--- src/logic/scan2x_pkg.sv ---
// Constants and types shared by the scan doubler blocks.
// OUT_W is fixed at 8 bits per channel on the output side.
// HS_LEN must stay below the line length HLEN set at the top level.

`default_nettype none

package scan2x_pkg;

    // Output channel width after color extension
    localparam int unsigned OUT_W = 8;

    // Doubled sync width in pxl2_cen ticks
    localparam int unsigned HS_LEN = 8;

    // Scanline dimming applied to the repeated output line
    typedef enum logic [1:0] {
        SL_NONE = 2'd0,  // no dimming
        SL_25   = 2'd1,  // value minus a quarter
        SL_50   = 2'd2,  // half value
        SL_75   = 2'd3   // quarter value
    } sl_mode_e;

endpackage

`default_nettype wire

--- src/logic/scan_if.sv ---
// Line control and buffer addressing between the steering blocks and the
// line buffer. Addresses are sized for HLEN entries per bank.

`timescale 1ns/100ps
`default_nettype none

interface scan_if #(
    parameter int HLEN = 64
) ();

    localparam int AW = $clog2(HLEN);

    // Buffer positions
    logic [AW-1:0] wr_addr;
    logic [AW-1:0] rd_addr;

    // Line events, single cycle
    logic          line_start;
    logic          rd_wrap;

    // Line state
    logic          wr_bank;
    logic          dim_line;
    logic          show;

    modport timer (
        output wr_addr, rd_addr, line_start, rd_wrap
    );

    modport fsm (
        input  line_start, rd_wrap,
        output wr_bank, dim_line, show
    );

    modport buffer (
        input  wr_addr, rd_addr, wr_bank
    );

endinterface

`default_nettype wire

--- src/logic/scan2x_line_buffer.sv ---
// Two-bank line memory. One bank takes the incoming line while the other
// is read back at the doubled rate. Read data is registered, one clock
// after the pxl2_cen tick that samples rd_addr.

`timescale 1ns/100ps
`default_nettype none

module scan2x_line_buffer #(
    parameter int COLORW = 4,
    parameter int HLEN   = 64
) (
    input  wire logic                  clk_sys,
    input  wire logic                  pxl_cen,
    input  wire logic                  pxl2_cen,
    input  wire logic [3*COLORW-1:0]   base_pxl,
    scan_if.buffer                     ctl,
    output logic      [3*COLORW-1:0]   rd_pxl
);

    localparam int DW = 3 * COLORW;

    logic [DW-1:0] mem [0:1][0:HLEN-1];
    logic          rd_bank;

    // Read from the bank not being written
    assign rd_bank = ~ctl.wr_bank;

    // Input side, one word per input pixel
    always_ff @(posedge clk_sys) begin
        if (pxl_cen) begin
            mem[ctl.wr_bank][ctl.wr_addr] <= base_pxl;
        end
    end

    // Output side at the doubled pixel rate
    always_ff @(posedge clk_sys) begin
        if (pxl2_cen) begin
            rd_pxl <= mem[rd_bank][ctl.rd_addr];
        end
    end

endmodule

`default_nettype wire

--- src/logic/scan2x_line_fsm.sv ---
// Line sequencing for the scan doubler.
// Display starts only after two line starts, so the first shown line
// is always complete. The read bank is the one not being written.

`timescale 1ns/100ps
`default_nettype none

module scan2x_line_fsm (
    input  wire logic clk_sys,
    input  wire logic reset,
    scan_if.fsm       ctl
);

    typedef enum logic [1:0] {
        WAIT_SYNC   = 2'd0,
        FILL        = 2'd1,
        SHOW_FIRST  = 2'd2,
        SHOW_REPEAT = 2'd3
    } state_e;

    state_e state;
    state_e state_nxt;

    always_comb begin
        state_nxt = state;
        case (state)
            WAIT_SYNC: begin
                if (ctl.line_start) state_nxt = FILL;
            end
            // One full line goes into the buffer before anything is shown
            FILL: begin
                if (ctl.line_start) state_nxt = SHOW_FIRST;
            end
            SHOW_FIRST: begin
                if (ctl.line_start) begin
                    state_nxt = SHOW_FIRST;
                end else if (ctl.rd_wrap) begin
                    state_nxt = SHOW_REPEAT;
                end
            end
            SHOW_REPEAT: begin
                if (ctl.line_start) state_nxt = SHOW_FIRST;
            end
            default: state_nxt = WAIT_SYNC;
        endcase
    end

    always_ff @(posedge clk_sys) begin
        if (reset) begin
            state       <= WAIT_SYNC;
            ctl.wr_bank <= 1'b0;
        end else begin
            state <= state_nxt;
            // Ping-pong on every input line
            if (ctl.line_start) begin
                ctl.wr_bank <= ~ctl.wr_bank;
            end
        end
    end

    assign ctl.show     = (state == SHOW_FIRST) || (state == SHOW_REPEAT);
    assign ctl.dim_line = state == SHOW_REPEAT;

endmodule

`default_nettype wire

--- src/logic/scan2x_line_timer.sv ---
// Write and read position counters for the scan doubler.
// The line start is taken from the rising edge of hs sampled on pxl_cen.
// pxl_cen must coincide with a pxl2_cen tick, as both counters clear together.
// HLEN includes blanking and must exceed HS_LEN.

`timescale 1ns/100ps
`default_nettype none

module scan2x_line_timer
    import scan2x_pkg::*;
#(
    parameter int HLEN = 64
) (
    input  wire logic clk_sys,
    input  wire logic reset,
    input  wire logic pxl_cen,
    input  wire logic pxl2_cen,
    input  wire logic hs,
    scan_if.timer     ctl,
    output logic      hs_raw
);

    localparam int AW = $clog2(HLEN);

    logic hs_q;
    logic rd_last;
    logic wr_last;

    // Input sync history, one sample per input pixel
    always_ff @(posedge clk_sys) begin
        if (reset) begin
            hs_q <= 1'b0;
        end else if (pxl_cen) begin
            hs_q <= hs;
        end
    end

    assign ctl.line_start = pxl_cen & hs & ~hs_q;

    assign wr_last = ctl.wr_addr == AW'(HLEN - 1);
    assign rd_last = ctl.rd_addr == AW'(HLEN - 1);

    // Line start has priority over the end-of-line wrap
    assign ctl.rd_wrap = pxl2_cen & rd_last & ~ctl.line_start;

    // Write position at the input pixel rate
    always_ff @(posedge clk_sys) begin
        if (reset) begin
            ctl.wr_addr <= '0;
        end else if (pxl_cen) begin
            if (ctl.line_start || wr_last) begin
                ctl.wr_addr <= '0;
            end else begin
                ctl.wr_addr <= ctl.wr_addr + 1'b1;
            end
        end
    end

    // Read position at twice the rate, so one input line gives two output lines
    always_ff @(posedge clk_sys) begin
        if (reset) begin
            ctl.rd_addr <= '0;
        end else if (pxl2_cen) begin
            if (ctl.line_start || rd_last) begin
                ctl.rd_addr <= '0;
            end else begin
                ctl.rd_addr <= ctl.rd_addr + 1'b1;
            end
        end
    end

    // Sync at the start of every output line, before buffer latency
    assign hs_raw = ctl.rd_addr < AW'(HS_LEN);

endmodule

`default_nettype wire

--- src/logic/scan2x_shader.sv ---
// Output stage. Each channel is widened to OUT_W by bit replication from
// the top, then dimmed on repeat lines according to sl_mode.
// Sync and line flags are held back one pxl2_cen tick to match the buffer
// read. COLORW must lie in 3..8.

`timescale 1ns/100ps
`default_nettype none

module scan2x_shader
    import scan2x_pkg::*;
#(
    parameter int COLORW = 4
) (
    input  wire logic                 clk_sys,
    input  wire logic                 reset,
    input  wire logic                 pxl2_cen,
    input  wire logic [3*COLORW-1:0]  rd_pxl,
    input  wire logic                 hs_raw,
    input  wire logic                 dim_line,
    input  wire logic                 show,
    input  wire sl_mode_e             sl_mode,
    output logic      [OUT_W-1:0]     scan2x_r,
    output logic      [OUT_W-1:0]     scan2x_g,
    output logic      [OUT_W-1:0]     scan2x_b,
    output logic                      scan2x_hs
);

    logic hs_d;
    logic dim_d;
    logic show_d;

    // Repeat the input bits from the MSB down until OUT_W bits are filled
    function automatic logic [OUT_W-1:0] extend(input logic [COLORW-1:0] a);
        logic [OUT_W-1:0] v;
        for (int i = 0; i < OUT_W; i++) begin
            v[OUT_W-1-i] = a[COLORW-1-(i % COLORW)];
        end
        return v;
    endfunction

    function automatic logic [OUT_W-1:0] shade(
        input logic [OUT_W-1:0] v,
        input logic             dim,
        input sl_mode_e         mode
    );
        logic [OUT_W-1:0] s;
        s = v;
        if (dim) begin
            case (mode)
                SL_25:   s = v - (v >> 2);
                SL_50:   s = v >> 1;
                SL_75:   s = v >> 2;
                default: s = v;
            endcase
        end
        return s;
    endfunction

    always_ff @(posedge clk_sys) begin
        if (reset) begin
            hs_d      <= 1'b0;
            dim_d     <= 1'b0;
            show_d    <= 1'b0;
            scan2x_hs <= 1'b0;
            scan2x_r  <= '0;
            scan2x_g  <= '0;
            scan2x_b  <= '0;
        end else if (pxl2_cen) begin
            // Same tick as the buffer samples rd_addr
            hs_d      <= hs_raw;
            dim_d     <= dim_line;
            show_d    <= show;
            scan2x_hs <= hs_d;
            if (show_d) begin
                scan2x_r <= shade(extend(rd_pxl[3*COLORW-1 -: COLORW]), dim_d, sl_mode);
                scan2x_g <= shade(extend(rd_pxl[2*COLORW-1 -: COLORW]), dim_d, sl_mode);
                scan2x_b <= shade(extend(rd_pxl[COLORW-1:0]), dim_d, sl_mode);
            end else begin
                scan2x_r <= '0;
                scan2x_g <= '0;
                scan2x_b <= '0;
            end
        end
    end

endmodule

`default_nettype wire

--- src/logic/scan2x_top.sv ---
// Low-memory scan doubler with 8-bit color extension.
// pxl_cen must coincide with every second pxl2_cen; there is no back-pressure.
// HLEN is the full input line length including blanking.
// Output appears two line starts after reset, one input line behind.

`timescale 1ns/100ps
`default_nettype none

module scan2x_top
    import scan2x_pkg::*;
#(
    parameter int COLORW = 4,
    parameter int HLEN   = 64
) (
    input  wire logic                 clk_sys,
    input  wire logic                 reset,
    input  wire logic                 pxl_cen,
    input  wire logic                 pxl2_cen,
    input  wire logic [3*COLORW-1:0]  base_pxl,   // red in the top bits
    input  wire logic                 hs,
    input  wire sl_mode_e             sl_mode,
    output logic      [OUT_W-1:0]     scan2x_r,
    output logic      [OUT_W-1:0]     scan2x_g,
    output logic      [OUT_W-1:0]     scan2x_b,
    output logic                      scan2x_hs
);

    logic                hs_raw;
    logic [3*COLORW-1:0] rd_pxl;

    scan_if #(.HLEN(HLEN)) ctl ();

    scan2x_line_timer #(.HLEN(HLEN)) u_timer (
        .clk_sys  ( clk_sys  ),
        .reset    ( reset    ),
        .pxl_cen  ( pxl_cen  ),
        .pxl2_cen ( pxl2_cen ),
        .hs       ( hs       ),
        .ctl      ( ctl      ),
        .hs_raw   ( hs_raw   )
    );

    scan2x_line_fsm u_fsm (
        .clk_sys  ( clk_sys  ),
        .reset    ( reset    ),
        .ctl      ( ctl      )
    );

    scan2x_line_buffer #(.COLORW(COLORW), .HLEN(HLEN)) u_buffer (
        .clk_sys  ( clk_sys  ),
        .pxl_cen  ( pxl_cen  ),
        .pxl2_cen ( pxl2_cen ),
        .base_pxl ( base_pxl ),
        .ctl      ( ctl      ),
        .rd_pxl   ( rd_pxl   )
    );

    scan2x_shader #(.COLORW(COLORW)) u_shader (
        .clk_sys   ( clk_sys      ),
        .reset     ( reset        ),
        .pxl2_cen  ( pxl2_cen     ),
        .rd_pxl    ( rd_pxl       ),
        .hs_raw    ( hs_raw       ),
        .dim_line  ( ctl.dim_line ),
        .show      ( ctl.show     ),
        .sl_mode   ( sl_mode      ),
        .scan2x_r  ( scan2x_r     ),
        .scan2x_g  ( scan2x_g     ),
        .scan2x_b  ( scan2x_b     ),
        .scan2x_hs ( scan2x_hs    )
    );

endmodule

`default_nettype wire

--- config.mk ---
export PLATFORM = sky130hd
export DESIGN_NAME = scan2x_top
export DESIGN_NICKNAME = d
export VERILOG_FILES = /design/src/logic/scan2x_pkg.sv /design/src/logic/scan_if.sv /design/src/logic/scan2x_line_buffer.sv /design/src/logic/scan2x_line_fsm.sv /design/src/logic/scan2x_line_timer.sv /design/src/logic/scan2x_shader.sv /design/src/logic/scan2x_top.sv
export SDC_FILE = /design/constraint.sdc
export NUM_CORES = 1
export LEC_CHECK = 0
export BUFFER_PORTS_ARGS = -buffer_cell sky130_fd_sc_hd__buf_2
export CAP_MARGIN = 20
export CORE_MARGIN = 2
export CORE_UTILIZATION = 55
export CTS_CLUSTER_SIZE = 14
export DETAILED_ROUTE_END_ITERATION = 7
export GPL_TIMING_DRIVEN = 0
export PLACE_DENSITY = 0.73
export RECOVER_POWER = 50
export SETUP_SLACK_MARGIN = 0.4
export SLEW_MARGIN = 20
export SYNTH_ARGS = -nofsm -noshare
export SYNTH_HDL_FRONTEND = slang
export SYNTH_SLANG_ARGS = --single-unit
--- constraint.sdc ---
create_clock -name clk_sys -period 3.1 [get_ports clk_sys]
set_clock_uncertainty 0.15 [all_clocks]
set_input_delay 0.31 -clock clk_sys [delete_from_list [all_inputs] [get_ports clk_sys]]
set_output_delay 0.31 -clock clk_sys [all_outputs]
set_load 0.1 [all_outputs]
==> results of run 1 <==
-- what timing repair did --
action                                 in CTS  in global routing
resized for setup                         613                 90
endpoints found under the hold margin     665                  0
cloned                                      3                  3
setup endpoints to repair                1560               1557
pin swaps                                 144                 18
buffers inserted                          186                 40
hold buffers                               19                  0
-- sequential cells by signal, indices dropped and copies added (netlist names) --
name and count:
u_buffer.rd_pxl 12, u_shader.scan2x_hs 1, u_timer.ctl.rd_addr 6, u_shader.show_d 1, u_buffer.mem 1536, u_shader.scan2x_g 8, u_shader.dim_d 1, u_shader.scan2x_b 8
u_shader.hs_d 1, u_fsm.ctl.wr_bank 1, u_timer.ctl.wr_addr 6, u_timer.hs_q 1, u_fsm.state 2, u_shader.scan2x_r 8
-- through the flow --
stage          utilization, %  hold slack [ps]  setup TNS [ps]  total power [mW]
6_report                 68.1              212           -1010              46.6
5_1_grt                  68.1              241               0              47.5
4_1_cts                  67.5              176               0              46.2
3_5_place_dp             58.2              299         -891230              27.8
3_3_place_gp             57.6              300        -1083910              27.7
2_1_floorplan               -              259               0              26.1
-- placed cells by master (no fill, tap or decap), types with 54 or more instances in the layout --
master	instances
clkbuf_16	164
nor2_4	118
clkbuf_1	87
a21oi_1	95
mux4_2	342
nor2_1	61
buf_4	115
mux2i_1	99
edfxtp_1	1548
o22ai_1	62
nand2_1	54
buf_12	142
-- worst max-delay path, delay by kind of cell (launching register included) --
family / cells / cell delay (ps)
flops: 1 / 410
simple gates: 3 / 620
compound gates: 3 / 1200
buf+inv: 2 / 480
-- worst min path at each step --
stage	start	endpoint	slack [ps]
finish	sl_mode[0]	u_shader.scan2x_r[6]	210
global route	sl_mode[0]	u_shader.scan2x_r[6]	240
CTS	sl_mode[0]	u_shader.scan2x_r[6]	180
detailed placement	u_timer.hs_q	u_timer.hs_q	300
global placement	u_shader.scan2x_g[0]	u_shader.scan2x_g[0]	300
floorplan	base_pxl[0]	u_buffer.mem[0][0]	260
-- layer usage --
metal / wire length (um) / global-route usage [%]
met4: 15800 / 20.8
met1: 68600 / 44.6
met2: 93700 / 53.4
met3: 27600 / 11.3
met5: 24 / 0
-- cells by family after synthesis --
logic type                 after synthesis  synth area share (%)
muxes                                  502                  15.1
buffers and inverters                  208                  1.70
AOI/OAI and AO/OA                      373                  3.90
adders and majority gates               20                 0.436
xor gates and xnor gates                13                 0.182
DFF                                   1592                  75.7
and+or+nand+nor                        413                  3.02
-- where the power goes --
part           switching (mW)  leakage (nW)  internal [mW]
Combinational            2.79          7.17           1.74
Clock                    8.07          2.38           10.3
Sequential             0.0594          14.3           23.7
-- area by class of cell --
| cell class | count | share of cell area [%] |
|---|---|---|
| Sequential cell | 1592 | 61.7 |
| Multi-Input combinational cell | 1321 | 21.4 |
| Clock buffer | 193 | 5.42 |
| Timing Repair Buffer | 315 | 5.20 |
| Buffer | 177 | 2.76 |
| Tap cell | 1500 | 2.45 |
| Clock inverter | 90 | 0.907 |
| Inverter | 31 | 0.152 |
| Antenna cell | 3 | 0.00978 |
==> flow_summary.ini, run 1 <==
[layout]
fin_cells = 5222
num-nets-final = 3631
fillCellCount = 6694
area_growth_pct = 22.6
drive_above_1_share_pct = 34.8
register_area_um2 = 47400
fin_area_um2 = 76700
multi_input_area_um2 = 16400

[job]
drv_cap = 8

[placed_design]
gp_congestion = 1.04
place_area_um2 = 65600
dp_slack_ps = -1590
numPortBuffers = 41
hpwl_um = 127000
place_inst = 4685

[drt]
ant_nets = 0
drc = 0
num_vias = 36800
routed_wirelength_um = 206000
drt_iter0_drc = 6440
viasPerCell = 7.04
drt-pass1-iter-count = 8
wl_per_cell_um = 39.4

[timing]
rsz0062_at_grt = true
relSlewSlack_pct = -80.1
min_period_over_period_pct = 102
setup_slack_ps = -68.5
drv_slew = 544
fin_crit_ps = 3170
tightest_slew_ps = 2700
hold_viol = 0
max_freq_mhz = 316
setup_viol = 49

[global_route]
grt.overflow.total = 0
grtUsageTotal_pct = 35.1
grt_first_pass_wirelength_um = 279000
grt_start_max_net_pins = 89
antenna_found_initial = 7
grt_pass1_vias = 36100

[clocking]
cts.clk_slew.worst_paths_ps = 60
cts.sinks = 1592
clkLatencyLatePin_ps = 800
cts_root_buffer = clkbuf_16
htree_levels = 4
cts_buffers = 154
clockBufferDepth = 3
cts_tree = built

[floorplan]
die_h_um = 341
rows = 123
die_w_um = 341
initial_utilization_pct = 55.5
core_um2 = 113000
io_pins = 44
dieArea_um2 = 116000

[logic_synthesis]
syn_avg_cell_area_um2 = 20.1
mappedNetlistArea_um2 = 62600
synth-seq-cells = 1592
synth.distinct_cells = 65
synthMostInstantiatedCell = edfxtp_1
syn-instance-count = 3121
synth_nets = 3160
yosysTopAreaCell = edfxtp_1
yosys.area.top_type_share_pct = 74.3
async_reset_ff_share_pct = 0
synth_commonest_cells = edfxtp_1 (1548), mux4_2 (340), nor2_1 (193)
synth_edf_count = 1548
synth_area_leaders = edfxtp_1 (74%), mux4_2 (12%), mux2i_1 (2.2%)
yosysSeqAreaShare_pct = 75.7
ys_warn_count = 0
synthFlopType = edfxtp_1

[outcome]
status = finished, violations left
violations = max-capacitance violations, max-slew violations, negative setup slack

[worst_setup_path]
ff2ff_path_depth = 8
required_ps = 3450
worstSetupStartpointType = flop
slowest_delay_ps = 580
reg2reg_from = u_timer.ctl.rd_addr[3]
cp_slowest_cell = a2111oi_4
worst-path-max-fanout = 9
crit_start = u_timer.ctl.rd_addr[3]
endpoint = u_buffer.rd_pxl[7]
reg2reg_to = u_buffer.rd_pxl[7]
worst-r2r-setup-slack_ps = -70
cp.arrival_ps = 3520
end_kind = flop
path_class = reg -> reg
cp_cell_sequence = nor2b_1 -> clkbuf_2 -> nand2_4 -> nor2_4 -> buf_4 -> a2111oi_4 -> o221ai_4 -> o31a_1

[min_path]
holdPathStages = 5
hp-class = in -> reg

[power_and_ir_drop]
peakVddDrop_mv = 0.568
power.density_nw_per_um2 = 607
p_leak_nw = 23.8
Power figures use the tool's default switching activity.
==> run 2, diff against run 1 <==
--- a/config.mk
+++ b/config.mk
@@ -12,7 +12,7 @@
 export CTS_CLUSTER_SIZE = 14
 export DETAILED_ROUTE_END_ITERATION = 7
 export GPL_TIMING_DRIVEN = 0
-export PLACE_DENSITY = 0.73
+export PLACE_DENSITY = 0.71
 export RECOVER_POWER = 50
 export SETUP_SLACK_MARGIN = 0.4
 export SLEW_MARGIN = 20
==> run 2 against run 1 <==
The flow still finishes with violations (max-capacitance violations, max-slew violations, negative setup slack). Worst setup slack about the same. Final area shrank 0.39%. Global-route usage about the same. Worst hold slack got worse by 11 ps. Final cell count decreased by 0.56%. Via count down 2.0%. Clock-buffer cell count is 4 higher. First-iteration DRC count is 1.2% lower. Fmax is essentially flat. Routed wire length is 1.8% lower. Largest cell class unchanged. Largest power group unchanged.
==> flow_summary.ini, run 2 (synthesis results as in run 1) <==
[clocking]
clockBufferDepth = 3
cts_buffers = 158
clkLatencyLatePin_ps = 780
cts_tree = built
cts.clk_slew.worst_paths_ps = 60
htree_levels = 4
cts.sinks = 1592
cts_root_buffer = clkbuf_16

[drt]
routed_wirelength_um = 202000
drt-pass1-iter-count = 7
ant_nets = 0
num_vias = 36100
viasPerCell = 6.95
drc = 0
wl_per_cell_um = 38.9
drt_iter0_drc = 6364

[timing]
tightest_slew_ps = 2800
fin_crit_ps = 3170
drv_slew = 543
min_period_over_period_pct = 102
hold_viol = 0
hold_slack_ps = 201
setup_slack_ps = -68.3
tns_ps = -2730
rsz0062_at_grt = true
setup_viol = 127
max_freq_mhz = 316
relSlewSlack_pct = -86.7

[layout]
top_register = u_buffer.mem
layout_commonest_cell = edfxtp_1
fillCellCount = 6901
reg_top3 = u_buffer.mem: 1536 flops, u_buffer.rd_pxl: 12 flops
num-nets-final = 3598
final_cell_mix = edfxtp_1 (1548), mux4_2 (343), clkbuf_16 (165)
drive_above_1_share_pct = 35.2
largest_reg_flops = 1536
fin_cells = 5193
area_growth_pct = 22.1

[min_path]
hp-class = in -> reg

[outcome]
violations = max-capacitance violations, max-slew violations, negative setup slack
status = finished, violations left

[power_and_ir_drop]
finalPower_mw = 46.8
power.density_nw_per_um2 = 613
p_leak_nw = 23.7
peakVddDrop_mv = 0.458

[placed_design]
place_inst = 4682
dp_slack_ps = -1760
numPortBuffers = 41
gp_congestion = 1.07
hpwl_um = 131000

[floorplan]
core_um2 = 113000
io_pins = 44
die_w_um = 341
die_h_um = 341
dieArea_um2 = 116000
initial_utilization_pct = 55.5
rows = 123

[global_route]
grt_first_pass_wirelength_um = 278000
grt.overflow.total = 0
grt_start_max_net_pins = 89
antenna_found_initial = 10
grtUsageTotal_pct = 35.1
grt_pass1_vias = 35600

[worst_setup_path]
cp.arrival_ps = 3510
path_class = reg -> reg
end_kind = flop
worst-path-max-fanout = 8
worstSetupStartpointType = flop
required_ps = 3450

[job]
drv_cap = 10
## run 2: cell count changes in the layout (fill, tap and decap cells not counted), sizes merged
cell	previous run	this run
clkbuf	308	283
buf	358	349
clkinv	72	78
clkinvlp	3	2
diode	3	2
nor2	193	194
## run 2: worst paths after layout
kind | start | end | slack (ps) | depth (start not counted)
worst max-delay path | u_fsm.ctl.wr_bank | u_buffer.rd_pxl[6] | -70 | 9
worst min-delay path | pxl_cen | u_timer.ctl.wr_addr[3] | 200 | 4
worst max register to register | u_fsm.ctl.wr_bank | u_buffer.rd_pxl[6] | -70 | 9
worst min register to register | u_shader.scan2x_b[0] | u_shader.scan2x_b[0] | 320 | 2
## run 2: cell type report
class	count	area [um^2]	area share (%)
Antenna cell	2	5.00	0.00655
Buffer	177	2090	2.73
Clock buffer	197	4250	5.56
Clock inverter	95	785	1.03
Inverter	31	116	0.152
Multi-Input combinational cell	1322	16400	21.4
Sequential cell	1592	47400	62.0
Tap cell	1500	1880	2.46
Timing Repair Buffer	277	3570	4.67
## run 2: stage by stage
step                      area [um^2]  util [%]
final                           76400      67.9
after floorplan                 62800         -
after detailed placement        65500      58.1
after global routing            76400      67.8
after global placement          64800      57.6
after CTS                       76300      67.8
## run 2: per-layer routing
metal  up-vias  wire length, um  track usage [%]
met5         -               37                0
met4         6            13100             19.0
met3       586            25700             10.3
met2      2893            91500             52.3
met1     18700            71600             47.1
li1      13800                -                -
## run 2: worst max-delay path: stages (launching register included)
cell       delay (ps)
dfxtp_2           340
buf_12            160
buf_16            180
buf_12            120
mux4_2            500
mux2i_2           190
o22a_2            280
o2111ai_2         250
or3_4             460
o31a_1            210
## run 2: timing repair
action | CTS | global route
pin swaps | 157 | 24
endpoints found under the setup margin | 1560 | 1564
gates resized for setup | 675 | 44
buffers inserted | 185 | 11
endpoints found under the hold margin | 595 | 0
cloned | 2 | 0
hold buffers | 19 | 0
## run 2: report_power, final
| part | switching [mW] | leakage (nW) | internal [mW] |
|---|---|---|---|
| Sequential | 0.0612 | 14.3 | 23.7 |
| Clock | 8.21 | 2.47 | 10.5 |
| Combinational | 2.72 | 6.97 | 1.65 |
